<file path="src/common/com_params.svh">
`ifndef COM_PARAMS_SVH
`define COM_PARAMS_SVH

// line and buffer word width.
`define COM_DW 16

// length and address field width.
`define COM_LW 12

// buffer address bits, higher address bits are ignored.
`define COM_RAM_AW 9

// received data lands here in the buffer.
`define COM_RX_BASE 256

// cycles to wait for an answer or for host pickup.
`define COM_TIMEOUT 128
`define COM_NUMOUT 16

`endif

</file>
<file path="src/common/com_pkg.sv">
`include "com_params.svh"

package com_pkg;

    // packet type codes as carried in the header.
    typedef enum logic [3:0] {
        INIT   = 4'b0000,
        ACK    = 4'b0001,
        NAK    = 4'b0010,
        STL    = 4'b0011,
        DIDX   = 4'b0101,
        DPARAM = 4'b0110,
        DDIDX  = 4'b0111,
        DLINK  = 4'b1000,
        DTYPE  = 4'b1001,
        DTEMP  = 4'b1010,
        DATA0  = 4'b1101,
        DATA1  = 4'b1110,
        ERROR  = 4'b1111
    } btype_e;

    typedef struct packed {
        btype_e             btype;
        logic [`COM_LW-1:0] dlen;
    } com_hdr_t;

    // first word of a frame is a header, the rest are data.
    typedef union packed {
        com_hdr_t           hdr;
        logic [`COM_DW-1:0] data;
    } com_word_u;

    typedef struct packed {
        btype_e             btype;
        logic [`COM_LW-1:0] ram_init;
        logic [`COM_LW-1:0] ram_rlen;
    } tx_job_t;

endpackage

</file>
<file path="src/com_rx/com_rx.sv">
`timescale 1ns/10ps
`include "com_params.svh"

module com_rx (
    input  logic                   clk,
    input  logic                   rst,
    input  com_pkg::com_word_u     line_in,
    input  logic                   line_in_valid,
    output logic                   ram_we,
    output logic [`COM_RAM_AW-1:0] ram_waddr,
    output logic [`COM_DW-1:0]     ram_wdata,
    output logic                   fs_rx,
    input  logic                   fd_rx,
    output com_pkg::btype_e        rx_btype
);

    localparam logic [`COM_RAM_AW-1:0] RX_BASE = `COM_RX_BASE;
    localparam logic [`COM_LW-1:0] LEN_ONE = 1;

    typedef enum logic [1:0] {R_HDR, R_DATA, R_SUM, R_HOLD} rstate_e;

    rstate_e                state;
    logic [`COM_LW-1:0]     left;
    logic [`COM_DW-1:0]     sum;
    logic [`COM_RAM_AW-1:0] waddr;
    com_pkg::btype_e        hdr_btype;

    assign ram_we    = (state == R_DATA) && line_in_valid;
    assign ram_waddr = waddr;
    assign ram_wdata = line_in.data;
    // line is ignored while the report is pending.
    assign fs_rx     = (state == R_HOLD);

    always_ff @(posedge clk or posedge rst) begin
        if (rst) begin
            state     <= R_HDR;
            left      <= '0;
            sum       <= '0;
            waddr     <= RX_BASE;
            hdr_btype <= com_pkg::INIT;
            rx_btype  <= com_pkg::INIT;
        end else begin
            case (state)
                R_HDR: begin
                    if (line_in_valid) begin
                        hdr_btype <= line_in.hdr.btype;
                        left      <= line_in.hdr.dlen;
                        sum       <= '0;
                        waddr     <= RX_BASE;
                        state     <= (line_in.hdr.dlen == '0) ? R_SUM : R_DATA;
                    end
                end
                R_DATA: begin
                    if (line_in_valid) begin
                        sum   <= sum + line_in.data;
                        waddr <= waddr + 1'b1;
                        left  <= left - 1'b1;
                        if (left == LEN_ONE) state <= R_SUM;
                    end
                end
                R_SUM: begin
                    if (line_in_valid) begin
                        rx_btype <= (line_in.data == sum) ? hdr_btype : com_pkg::ERROR;
                        state    <= R_HOLD;
                    end
                end
                default: if (fd_rx) state <= R_HDR;
            endcase
        end
    end

endmodule

</file>
<file path="config.mk">
export PLATFORM = sky130hd
export DESIGN_NAME = com_rx
export DESIGN_NICKNAME = d
export VERILOG_FILES = /design/src/common/com_pkg.sv /design/src/com_rx/com_rx.sv
export VERILOG_INCLUDE_DIRS = /design/src /design/src/common
export SDC_FILE = /design/constraint.sdc
export NUM_CORES = 1
export LEC_CHECK = 0
export ABC_AREA = 0
export BUFFER_PORTS_ARGS = -buffer_cell sky130_fd_sc_hd__buf_2
export CAP_MARGIN = 20
export CORE_UTILIZATION = 64
export CTS_BUF_LIST = sky130_fd_sc_hd__clkbuf_4 sky130_fd_sc_hd__clkbuf_8
export DETAILED_ROUTE_END_ITERATION = 8
export PLACE_DENSITY = 0.86
export RECOVER_POWER = 25
export SLEW_MARGIN = 5
export SYNTH_ARGS = -nofsm -noshare
export SYNTH_HDL_FRONTEND = slang
export SYNTH_SLANG_ARGS = --single-unit
</file>
<file path="constraint.sdc">
create_clock -name clk -period 6.3 [get_ports clk]
set_input_delay 1.89 -clock clk [delete_from_list [all_inputs] [get_ports clk]]
set_output_delay 1.89 -clock clk [all_outputs]
set_load 0.02 [all_outputs]
</file>
==> flow_metrics.env, run 1 <==
export IMPL_status="finished with violations"
export IMPL_violations="max-capacitance violations, max-slew violations"
export IMPL_cts_resized=0
export IMPL_worstSetupPathType="input pin to output port"
export IMPL_via_per_inst=6.35
export IMPL_final_min_clock_period_ps=4950
export IMPL_nets=442
export IMPL_holdPathStages=2
export IMPL_place_hpwl_um=5450
export IMPL_synth_seq_cells=47
export IMPL_netlist_area_um2=3240
export IMPL_ios=51
export IMPL_clk_latency_ps=300
export IMPL_grt_usage_pct=31.4
export IMPL_fin_crit_sh_pct=78.6
export IMPL_clock_sinks=47
export IMPL_ys_flop_type="dfrtp_1"
export IMPL_avgRoutedWirePerCell_um=16.6
export IMPL_drive_gt1_share_pct=17.0
export IMPL_cts_max_level=2
export IMPL_swShare_pct=42.9
export IMPL_n_antenna_cell=0
export IMPL_slew_viol_final=29
export IMPL_p_seq_share_pct=32.3
export IMPL_p_switching_mw=0.667
export IMPL_rsz0062_at_grt="false"
export IMPL_p_int_mw=0.888
export IMPL_area_growth_pct=9.72
export IMPL_dp_slack_ps=1390
export IMPL_port_buffer_count=50
export IMPL_fmax_mhz=202
export IMPL_root_buffer="clkbuf_8"
export IMPL_via_count=2959
export IMPL_max_cap_violations=1
export IMPL_clockBufferDepth=2
export IMPL_dr_pass1_iters=4
export IMPL_whs_ps=498
export IMPL_worst_pin_slew_ps=1530
export IMPL_setup_tns_ps=0
export IMPL_core_um2=4790
export IMPL_grt_pass1_wl_um=12800
export IMPL_hold_viol=0
export IMPL_leakage_nw=1.66
export IMPL_async_reset_ff_share_pct=100
export IMPL_cp_end_kind="output port"
export IMPL_die_area_um2=5360
export IMPL_yosys_warnings=0
export IMPL_yosysSeqAreaShare_pct=36.3
export IMPL_grt_remaining_overflow=0
export IMPL_yosys_cell_types_count=57
export IMPL_die_y_um=73.2
export IMPL_initial_utilization_pct=67.8
export IMPL_cts_hold_buf=0
export IMPL_cp_data_required_time_ps=4410
export IMPL_gp_congestion=0.942
export IMPL_fin_skew_ps=3.27
export IMPL_maxSlewHeadroom_pct=-2.09
export IMPL_setup_ws_ps=1350
export IMPL_cts_setup_buffers=0
export IMPL_combPwrFrac_pct=50.5
export IMPL_post_route_drc_count=0
export IMPL_r2r_cells=7
export IMPL_cp_start_kind="input pin"
export IMPL_grt_start_max_net_pins=48
export IMPL_dieWidth_um=73.2
export IMPL_clkSlewWorstSetupHoldPaths_ps=90
export IMPL_syn_inst=369
export IMPL_crit_fanout=29
export IMPL_ant_nets=0
export IMPL_syn_area_per_cell_um2=8.79
export IMPL_powerDensity_nw_per_um2=437
export IMPL_syn_num_nets=413
export IMPL_synth_edf_count=0
export IMPL_cts_tree="done"
export IMPL_ir_drop_uv=245
export IMPL_worstPathArrival_ps=3060
export IMPL_layout_commonest_cell="buf_2"
export IMPL_num_rows=25
export IMPL_routed_wl_um=7720
export IMPL_hp_class="register to register"
export IMPL_numCtsBuffers=5
export IMPL_power_mw=1.55
export IMPL_grt_pass1_vias=2742
export IMPL_antenna_found_initial=0
export IMPL_drt_iter0_markers=233
export IMPL_setup_viol=0
export IMPL_clkPwrFrac_pct=17.2
export IMPL_layout_common_cells="50 x buf_2, 46 x dfrtp_1, 40 x o21ai_0"
area by class of cell:
type	count	area, um2
clock inverter	2	60.1
multi-input combinational	269	1810
sequential	47	1180
fill	389	1230
inverter	21	78.8
clock buffer	6	76.3
tap	67	83.8
timing repair buffer	54	277
metrics by stage:
stage | std cells | area, um2 | utilization [%]
finish | 466 | 3560 | 74.4
global route | 466 | 3560 | 74.4
CTS | 465 | 3550 | 74.3
detailed placement | 457 | 3420 | 71.4
global placement | 457 | 3420 | 71.4
floorplan | 369 | 3240 | -
synth_stat cells, types with 3 or more instances:
master,number,share of area [%]
dfrtp_1,46,35
o21ai_0,40,6.2
nand2_1,36,4.2
ha_1,23,8.9
inv_1,20,2.3
buf_4,16,3.7
a21oi_1,15,2.3
clkbuf_1,15,1.7
nor2_1,15,1.7
nand3_1,14,2.2
xor2_1,10,2.7
a31oi_1,8,1.5
nor4_1,8,1.5
and3_1,7,1.4
o22a_1,7,1.9
o211ai_1,6,1.4
o21a_1,6,1.4
o22ai_1,6,1.2
a21o_1,5,1.2
nor3_1,5,0.77
or3_1,5,0.96
mux2i_1,4,1.2
nand4_1,4,0.77
xnor2_1,4,1.1
and2_1,3,0.58
mux2_2,3,1.0
worst max-delay path, cell delays in order:
cell and delay, ps:
buf_2 250, nand2_1 130, buf_4 230, clkinv_1 290, buf_2 260
flip-flops by register name (all words and copies together), names as in the netlist:
signal and flops:
left 12, hdr_btype 4, rx_btype 4, ram_waddr 9, state 2, sum 16
per-layer routing:
| layer | GRT usage [%] | part of all wire, % |
|---|---|---|
| met1 | 42.9 | 45 |
| met2 | 49.1 | 47 |
| met3 | 5.25 | 5.2 |
| met4 | 13.7 | 2.7 |
| met5 | 0 | 0 |
cell families (layout without fill, tap and decap cells):
group / Yosys count / in the layout / synth area share [%]
AO/OA/AOI/OAI: 117 / 117 / 23.5
buffers and inverters: 53 / 83 / 8.02
AND/OR/NAND/NOR: 106 / 106 / 16.2
XOR/XNOR: 14 / 14 / 3.78
flip-flops: 47 / 47 / 36.3
adder cells (fa/ha/maj): 24 / 24 / 9.49
multiplexers: 8 / 8 / 2.62
worst paths after layout:
path                                from      endpoint  slack, ps
setup / recovery           line_in_valid        ram_we       1350
hold / removal                    sum[9]        sum[9]        500
setup reg to reg                state[1]  ram_waddr[7]       3460
hold reg to reg                   sum[9]        sum[9]        500
max in group asynchronous            rst   rx_btype[1]       2750
min in group asynchronous            rst  ram_waddr[7]       1700
power groups by stage:
stage / logic, mW / registers [mW] / clock network, mW
2_1_floorplan: 0.600 / 0.492 / 0
3_5_place_dp: 0.768 / 0.506 / 0
3_3_place_gp: 0.740 / 0.497 / 0
5_1_grt: 0.878 / 0.516 / 0.284
6_report: 0.785 / 0.502 / 0.268
4_1_cts: 0.776 / 0.500 / 0.275
Power figures use the tool's default switching activity.
==> run 2: changes to the inputs <==
--- a/config.mk
+++ b/config.mk
@@ -9,10 +9,10 @@
 export ABC_AREA = 0
 export BUFFER_PORTS_ARGS = -buffer_cell sky130_fd_sc_hd__buf_2
 export CAP_MARGIN = 20
-export CORE_UTILIZATION = 64
+export CORE_UTILIZATION = 53
 export CTS_BUF_LIST = sky130_fd_sc_hd__clkbuf_4 sky130_fd_sc_hd__clkbuf_8
 export DETAILED_ROUTE_END_ITERATION = 8
-export PLACE_DENSITY = 0.86
+export PLACE_DENSITY = 0.75
 export RECOVER_POWER = 25
 export SLEW_MARGIN = 5
 export SYNTH_ARGS = -nofsm -noshare
==> constraint.sdc (replaced) <==
create_clock -name clk -period 3.99 [get_ports clk]
set_input_delay 1.197 -clock clk [delete_from_list [all_inputs] [get_ports clk]]
set_output_delay 1.197 -clock clk [all_outputs]
set_load 0.02 [all_outputs]
==> run 2 against run 1 <==
The run now ends clean. Wire length increased by 4.6%. Cell area increased by 1.1%. First-iteration DRC count decreased by 30%. Flip-flop and latch count unchanged. Sequential share of layout area decreased by 0.35 points. Register-to-register slack got worse by 1900 ps. Combinational power increased by 61%. Non-clock buffer count increased by 4. Clock skew increased by 8.0 ps. Worst setup slack got worse by 490 ps. Hold slack got worse by 5.8 ps.
==> flow_metrics.env, run 2 (synthesis gave the netlist of run 1 again) <==
export IMPL_status="finished, final reports clean"
export IMPL_root_buffer="clkbuf_8"
export IMPL_cts_resized=0
export IMPL_clock_sinks=47
export IMPL_worst_pin_slew_ps=555
export IMPL_grt_pass1_vias=2720
export IMPL_initial_utilization_pct=54.8
export IMPL_grt_usage_pct=26.6
export IMPL_r2r_end="sum[12]"
export IMPL_ir_drop_uv=287
export IMPL_cp_startpoint="line_in[8]"
export IMPL_path_buf_inv=1
export IMPL_endpoint="sum[14]"
export IMPL_drive_gt1_share_pct=18.1
export IMPL_drt_iter0_markers=163
export IMPL_worstPathArrival_ps=3320
export IMPL_port_buffer_count=50
export IMPL_power_mw=2.42
export IMPL_dieWidth_um=80.2
export IMPL_largest_reg_flops=16
export IMPL_via_per_inst=6.09
export IMPL_hold_viol=0
export IMPL_num_rows=28
export IMPL_gp_congestion=0.887
export IMPL_powerDensity_nw_per_um2=674
export IMPL_final_min_clock_period_ps=3130
export IMPL_crit_slowest_cell="ha_1"
export IMPL_grt_met3_usage_pct=4.77
export IMPL_core_um2=5920
export IMPL_hp_class="register to register"
export IMPL_final_cells=478
export IMPL_clockBufferDepth=2
export IMPL_cp_start_kind="input pin"
export IMPL_max_cap_violations=0
export IMPL_via_count=2911
export IMPL_fin_skew_ps=11.3
export IMPL_nets=446
export IMPL_met2_usage_pct=45.8
export IMPL_cp_depth=8
export IMPL_worstSetupPathType="input pin to register"
export IMPL_cts_setup_buffers=0
export IMPL_grt_util_met1_pct=34.6
export IMPL_r2r_setup_slack_ps=1520
export IMPL_area_growth_pct=10.9
export IMPL_gr_max_usage_layer="met2"
export IMPL_avgRoutedWirePerCell_um=16.9
export IMPL_fin_crit_sh_pct=78.5
export IMPL_post_route_drc_count=0
export IMPL_dp_cells=469
export IMPL_routed_wl_um=8080
export IMPL_layout_commonest_cell="buf_2"
export IMPL_crit_fanout=10
export IMPL_slew_viol_final=0
export IMPL_clk_latency_ps=310
export IMPL_cp_data_required_time_ps=4180
export IMPL_regMostFlops="sum"
export IMPL_grt_remaining_overflow=0
export IMPL_numCtsBuffers=5
export IMPL_setup_tns_ps=0
export IMPL_cts_tree="done"
export IMPL_path_cells="buf_2 -> ha_1 -> and4_1 -> and2_1 -> a221o_1 -> o311a_1 -> or3_1 -> a32o_1"
export IMPL_ant_nets=0
export IMPL_maxSlewHeadroom_pct=62.8
export IMPL_cts_hold_buf=0
export IMPL_setup_viol=0
export IMPL_cpPeakStageDelay_ps=410
export IMPL_ios=51
export IMPL_antenna_found_initial=0
export IMPL_cp_top_family="compound AO/OA/AOI/OAI gates"
export IMPL_n_antenna_cell=0
export IMPL_cts_max_level=2
export IMPL_clkSlewWorstSetupHoldPaths_ps=90
export IMPL_die_y_um=80.2
export IMPL_grt_start_max_net_pins=48
export IMPL_die_area_um2=6440
export IMPL_leakage_nw=1.68
export IMPL_dr_pass1_iters=4
export IMPL_r2r_start="sum[0]"
export IMPL_fmax_mhz=319
export IMPL_cp_end_kind="register"
export IMPL_r2r_cells=9
export IMPL_rsz0062_at_grt="false"
export IMPL_place_hpwl_um=5860
export IMPL_grt_pass1_wl_um=13200
export IMPL_layout_common_cells="50 x buf_2, 46 x dfrtp_1, 40 x o21ai_0"
[run 2: cell types whose count changed in the layout (fill, tap and decap cells not counted)]
cell / change
clkbuf_8: +1
buf_12: +1
clkbuf_4: -1
clkbuf_1: -1
buf_4: +4
clkinv_2: +1
bufinv_16: -1
[run 2: per-layer routing]
layer	wire length (um)	part of all wire, %
met5	0	0
met4	89	1.1
met3	413	5.1
met2	4040	50
met1	3540	44
[run 2: through the flow]
stage / util [%] / cell area [um2] / hold slack [ps] / setup slack (ps)
floorplan: - / 3240 / 451 / 774
global placement: 58.4 / 3460 / 467 / 604
detailed placement: 58.4 / 3460 / 473 / 570
CTS: 60.4 / 3580 / 494 / 881
global route: 60.7 / 3600 / 518 / 699
finish: 60.7 / 3600 / 493 / 859
[run 2: cell type report]
class,instances,area [um2]
fill,565,2320
multi-input combinational,269,1810
sequential,47,1180
timing repair buffer,58,323
tap,75,93.8
clock buffer,6,82.6
inverter,21,78.8
clock inverter,2,35.0
[run 2: worst min-delay path by stage]
stage,from,to,slack [ps],cells past startpoint
final,hdr_btype[2],rx_btype[2],490,1
after global routing,hdr_btype[1],rx_btype[1],520,1
after CTS,hdr_btype[2],rx_btype[2],490,1
after detailed placement,hdr_btype[2],rx_btype[2],470,1
after global placement,sum[13],sum[13],470,2
after floorplan,hdr_btype[3],hdr_btype[3],450,2
[run 2: worst register-to-register path, delay by kind of cell (launching register included)]
kind	cells	cell delay, ps
compound gates	4	1050
fa+ha+maj	2	600
flops	1	370
simple gates	2	320
buf+inv	1	60
[run 2: where the power goes]
group / internal [mW] / switching (mW)
registers: 0.644 / 0.153
clock network: 0.203 / 0.166
logic: 0.514 / 0.742
==> run 3: changes to the inputs <==
--- a/config.mk
+++ b/config.mk
@@ -9,10 +9,10 @@
 export ABC_AREA = 0
 export BUFFER_PORTS_ARGS = -buffer_cell sky130_fd_sc_hd__buf_2
 export CAP_MARGIN = 20
-export CORE_UTILIZATION = 53
+export CORE_UTILIZATION = 59
 export CTS_BUF_LIST = sky130_fd_sc_hd__clkbuf_4 sky130_fd_sc_hd__clkbuf_8
 export DETAILED_ROUTE_END_ITERATION = 8
-export PLACE_DENSITY = 0.75
+export PLACE_DENSITY = 0.8
 export RECOVER_POWER = 25
 export SLEW_MARGIN = 5
 export SYNTH_ARGS = -nofsm -noshare
==> constraint.sdc (replaced) <==
create_clock -name clk -period 3.2 [get_ports clk]
set_input_delay 0.96 -clock clk [delete_from_list [all_inputs] [get_ports clk]]
set_output_delay 0.96 -clock clk [all_outputs]
set_load 0.02 [all_outputs]
==> run 3 against run 2 <==
Combinational power increased by 29%. Via count grew 0.24%. Clock power is 1% higher. Utilization increased by 8.5 points. Clock skew increased by 2.5 ps. Clock-buffer cell count did not move.
==> flow_metrics.env, run 3 (synthesis gave the netlist of run 1 again) <==
export IMPL_status="finished, final reports clean"
export IMPL_combPwrFrac_pct=54.3
export IMPL_fillers=450
export IMPL_grt_pass1_vias=2834
export IMPL_crit_slowest_cell="fa_1"
export IMPL_crit_fanout=4
export IMPL_ios=51
export IMPL_postLayoutCellArea_um2=3600
export IMPL_via_per_inst=6.08
export IMPL_die_area_um2=5800
export IMPL_avgRoutedWirePerCell_um=16.7
export IMPL_cts_resized=0
export IMPL_p_int_mw=1.65
export IMPL_cp_start_kind="input pin"
export IMPL_max_cap_violations=0
export IMPL_clkPwrFrac_pct=12.5
export IMPL_clockBufferDepth=2
export IMPL_slew_viol_final=0
export IMPL_fmax_mhz=347
export IMPL_root_buffer="clkbuf_8"
export IMPL_antenna_found_initial=0
export IMPL_numCtsBuffers=5
export IMPL_area_growth_pct=11.1
export IMPL_path_cells="buf_2 -> ha_1 -> inv_1 -> fa_1 -> nor2b_1 -> o31a_1 -> o21ai_0 -> a211o_1 -> a2111oi_0 -> nand3b_1"
export IMPL_setup_viol=0
export IMPL_cts_max_level=2
export IMPL_layout_common_cells="50 x buf_2, 46 x dfrtp_1, 40 x o21ai_0"
export IMPL_nets=454
export IMPL_dp_cells=473
export IMPL_clock_sinks=47
export IMPL_rsz0062_at_grt="false"
export IMPL_cp_data_required_time_ps=3440
export IMPL_hold_viol=0
export IMPL_largest_reg_flops=16
export IMPL_via_count=2918
export IMPL_seq_area_um2=1180
export IMPL_initial_utilization_pct=62.3
export IMPL_r2r_cells=7
export IMPL_core_um2=5200
export IMPL_power_mw=2.97
export IMPL_cts_setup_buffers=0
export IMPL_port_buffer_count=50
export IMPL_worst_pin_slew_ps=767
export IMPL_clk_latency_ps=300
export IMPL_setup_tns_ps=0
export IMPL_final_cells=480
export IMPL_cp_end_kind="register"
export IMPL_die_y_um=76.1
export IMPL_final_min_clock_period_ps=2880
export IMPL_worstPathArrival_ps=3120
export IMPL_maxSlewHeadroom_pct=48.5
export IMPL_ant_nets=0
export IMPL_powerDensity_nw_per_um2=825
export IMPL_swShare_pct=44.4
export IMPL_dr_pass1_iters=5
export IMPL_clkSlewWorstSetupHoldPaths_ps=90
export IMPL_worstSetupPathType="input pin to register"
export IMPL_fin_crit_sh_pct=90.0
export IMPL_place_hpwl_um=6130
export IMPL_leakage_nw=1.70
export IMPL_ir_drop_uv=436
export IMPL_placed_cell_area_um2=3520
export IMPL_hp_class="register to register"
export IMPL_cp_depth=10
export IMPL_p_seq_share_pct=33.1
export IMPL_multiInputGateArea_um2=1810
export IMPL_grt_remaining_overflow=0
export IMPL_num_rows=26
export IMPL_cp_top_family="compound AO/OA/AOI/OAI gates"
export IMPL_cpPeakStageDelay_ps=400
export IMPL_p_switching_mw=1.32
export IMPL_grt_start_max_net_pins=30
export IMPL_layout_commonest_cell="buf_2"
export IMPL_grt_usage_pct=29.5
export IMPL_cts_tree="done"
export IMPL_dieWidth_um=76.1
export IMPL_holdPathStages=1
export IMPL_gp_congestion=0.900
export IMPL_drt_iter0_markers=204
export IMPL_regMostFlops="sum"
export IMPL_routed_wl_um=8000
export IMPL_path_buf_inv=2
export IMPL_fin_skew_ps=13.8
export IMPL_cts_hold_buf=0
export IMPL_grt_pass1_wl_um=13700
export IMPL_n_antenna_cell=0
export IMPL_drive_gt1_share_pct=19.5
export IMPL_post_route_drc_count=0
-- run 3: cell count changes in the layout (fill, tap and decap cells not counted) --
cell	change
buf_4	+8
bufinv_16	-1
clkbuf_2	+1
buf_12	-1
-- run 3: layout make-up --
| type | instances | area share (%) |
|---|---|---|
| well taps | 70 | 2.43 |
| clock inverters | 1 | 0.139 |
| repair buffers | 66 | 10.2 |
| clock buffers | 6 | 2.29 |
| inverters | 21 | 2.19 |
| multi-input cells | 269 | 50.1 |
| flip-flops and latches | 47 | 32.7 |
-- run 3: layer usage --
layer,track usage [%],wire length (um)
met5,0,0
met4,7.50,108
met3,4.31,327
met2,49.6,3920
met1,40.0,3640
-- run 3: path summary, 6_finish.rpt --
path,slack [ps],start,to
worst max register to register,710,state[1],ram_waddr[5]
worst min register to register,490,hdr_btype[0],rx_btype[0]
min in group asynchronous,770,rst,sum[11]
max in group asynchronous,1230,rst,ram_waddr[5]
worst max-delay path,320,line_in[0],sum[12]
worst min-delay path,490,hdr_btype[0],rx_btype[0]
-- run 3: power by group through the flow --
stage                     Sequential, mW  Combinational, mW  Clock, mW
after floorplan                    0.969               1.18          0
after global placement             0.982               1.56          0
after detailed placement           0.992               1.59          0
after CTS                          0.980               1.60      0.376
after global routing                1.01               1.82      0.399
final                              0.985               1.62      0.373
-- run 3: per-stage QoR --
step,utilization [%],hold WS [ps],setup WS (ps)
after floorplan,-,451,221
after global placement,67.6,465,130
after detailed placement,67.6,470,51.9
after CTS,69.3,489,354
after global routing,69.3,510,168
final,69.3,492,320
-- run 3: worst register-to-register path, delay by kind of cell, from the launching register on --
family          cells  cell delay, ps
buf+inv             1             120
compound gates      1             170
simple gates        4            1180
fa+ha+maj           1             480
flops               1             460
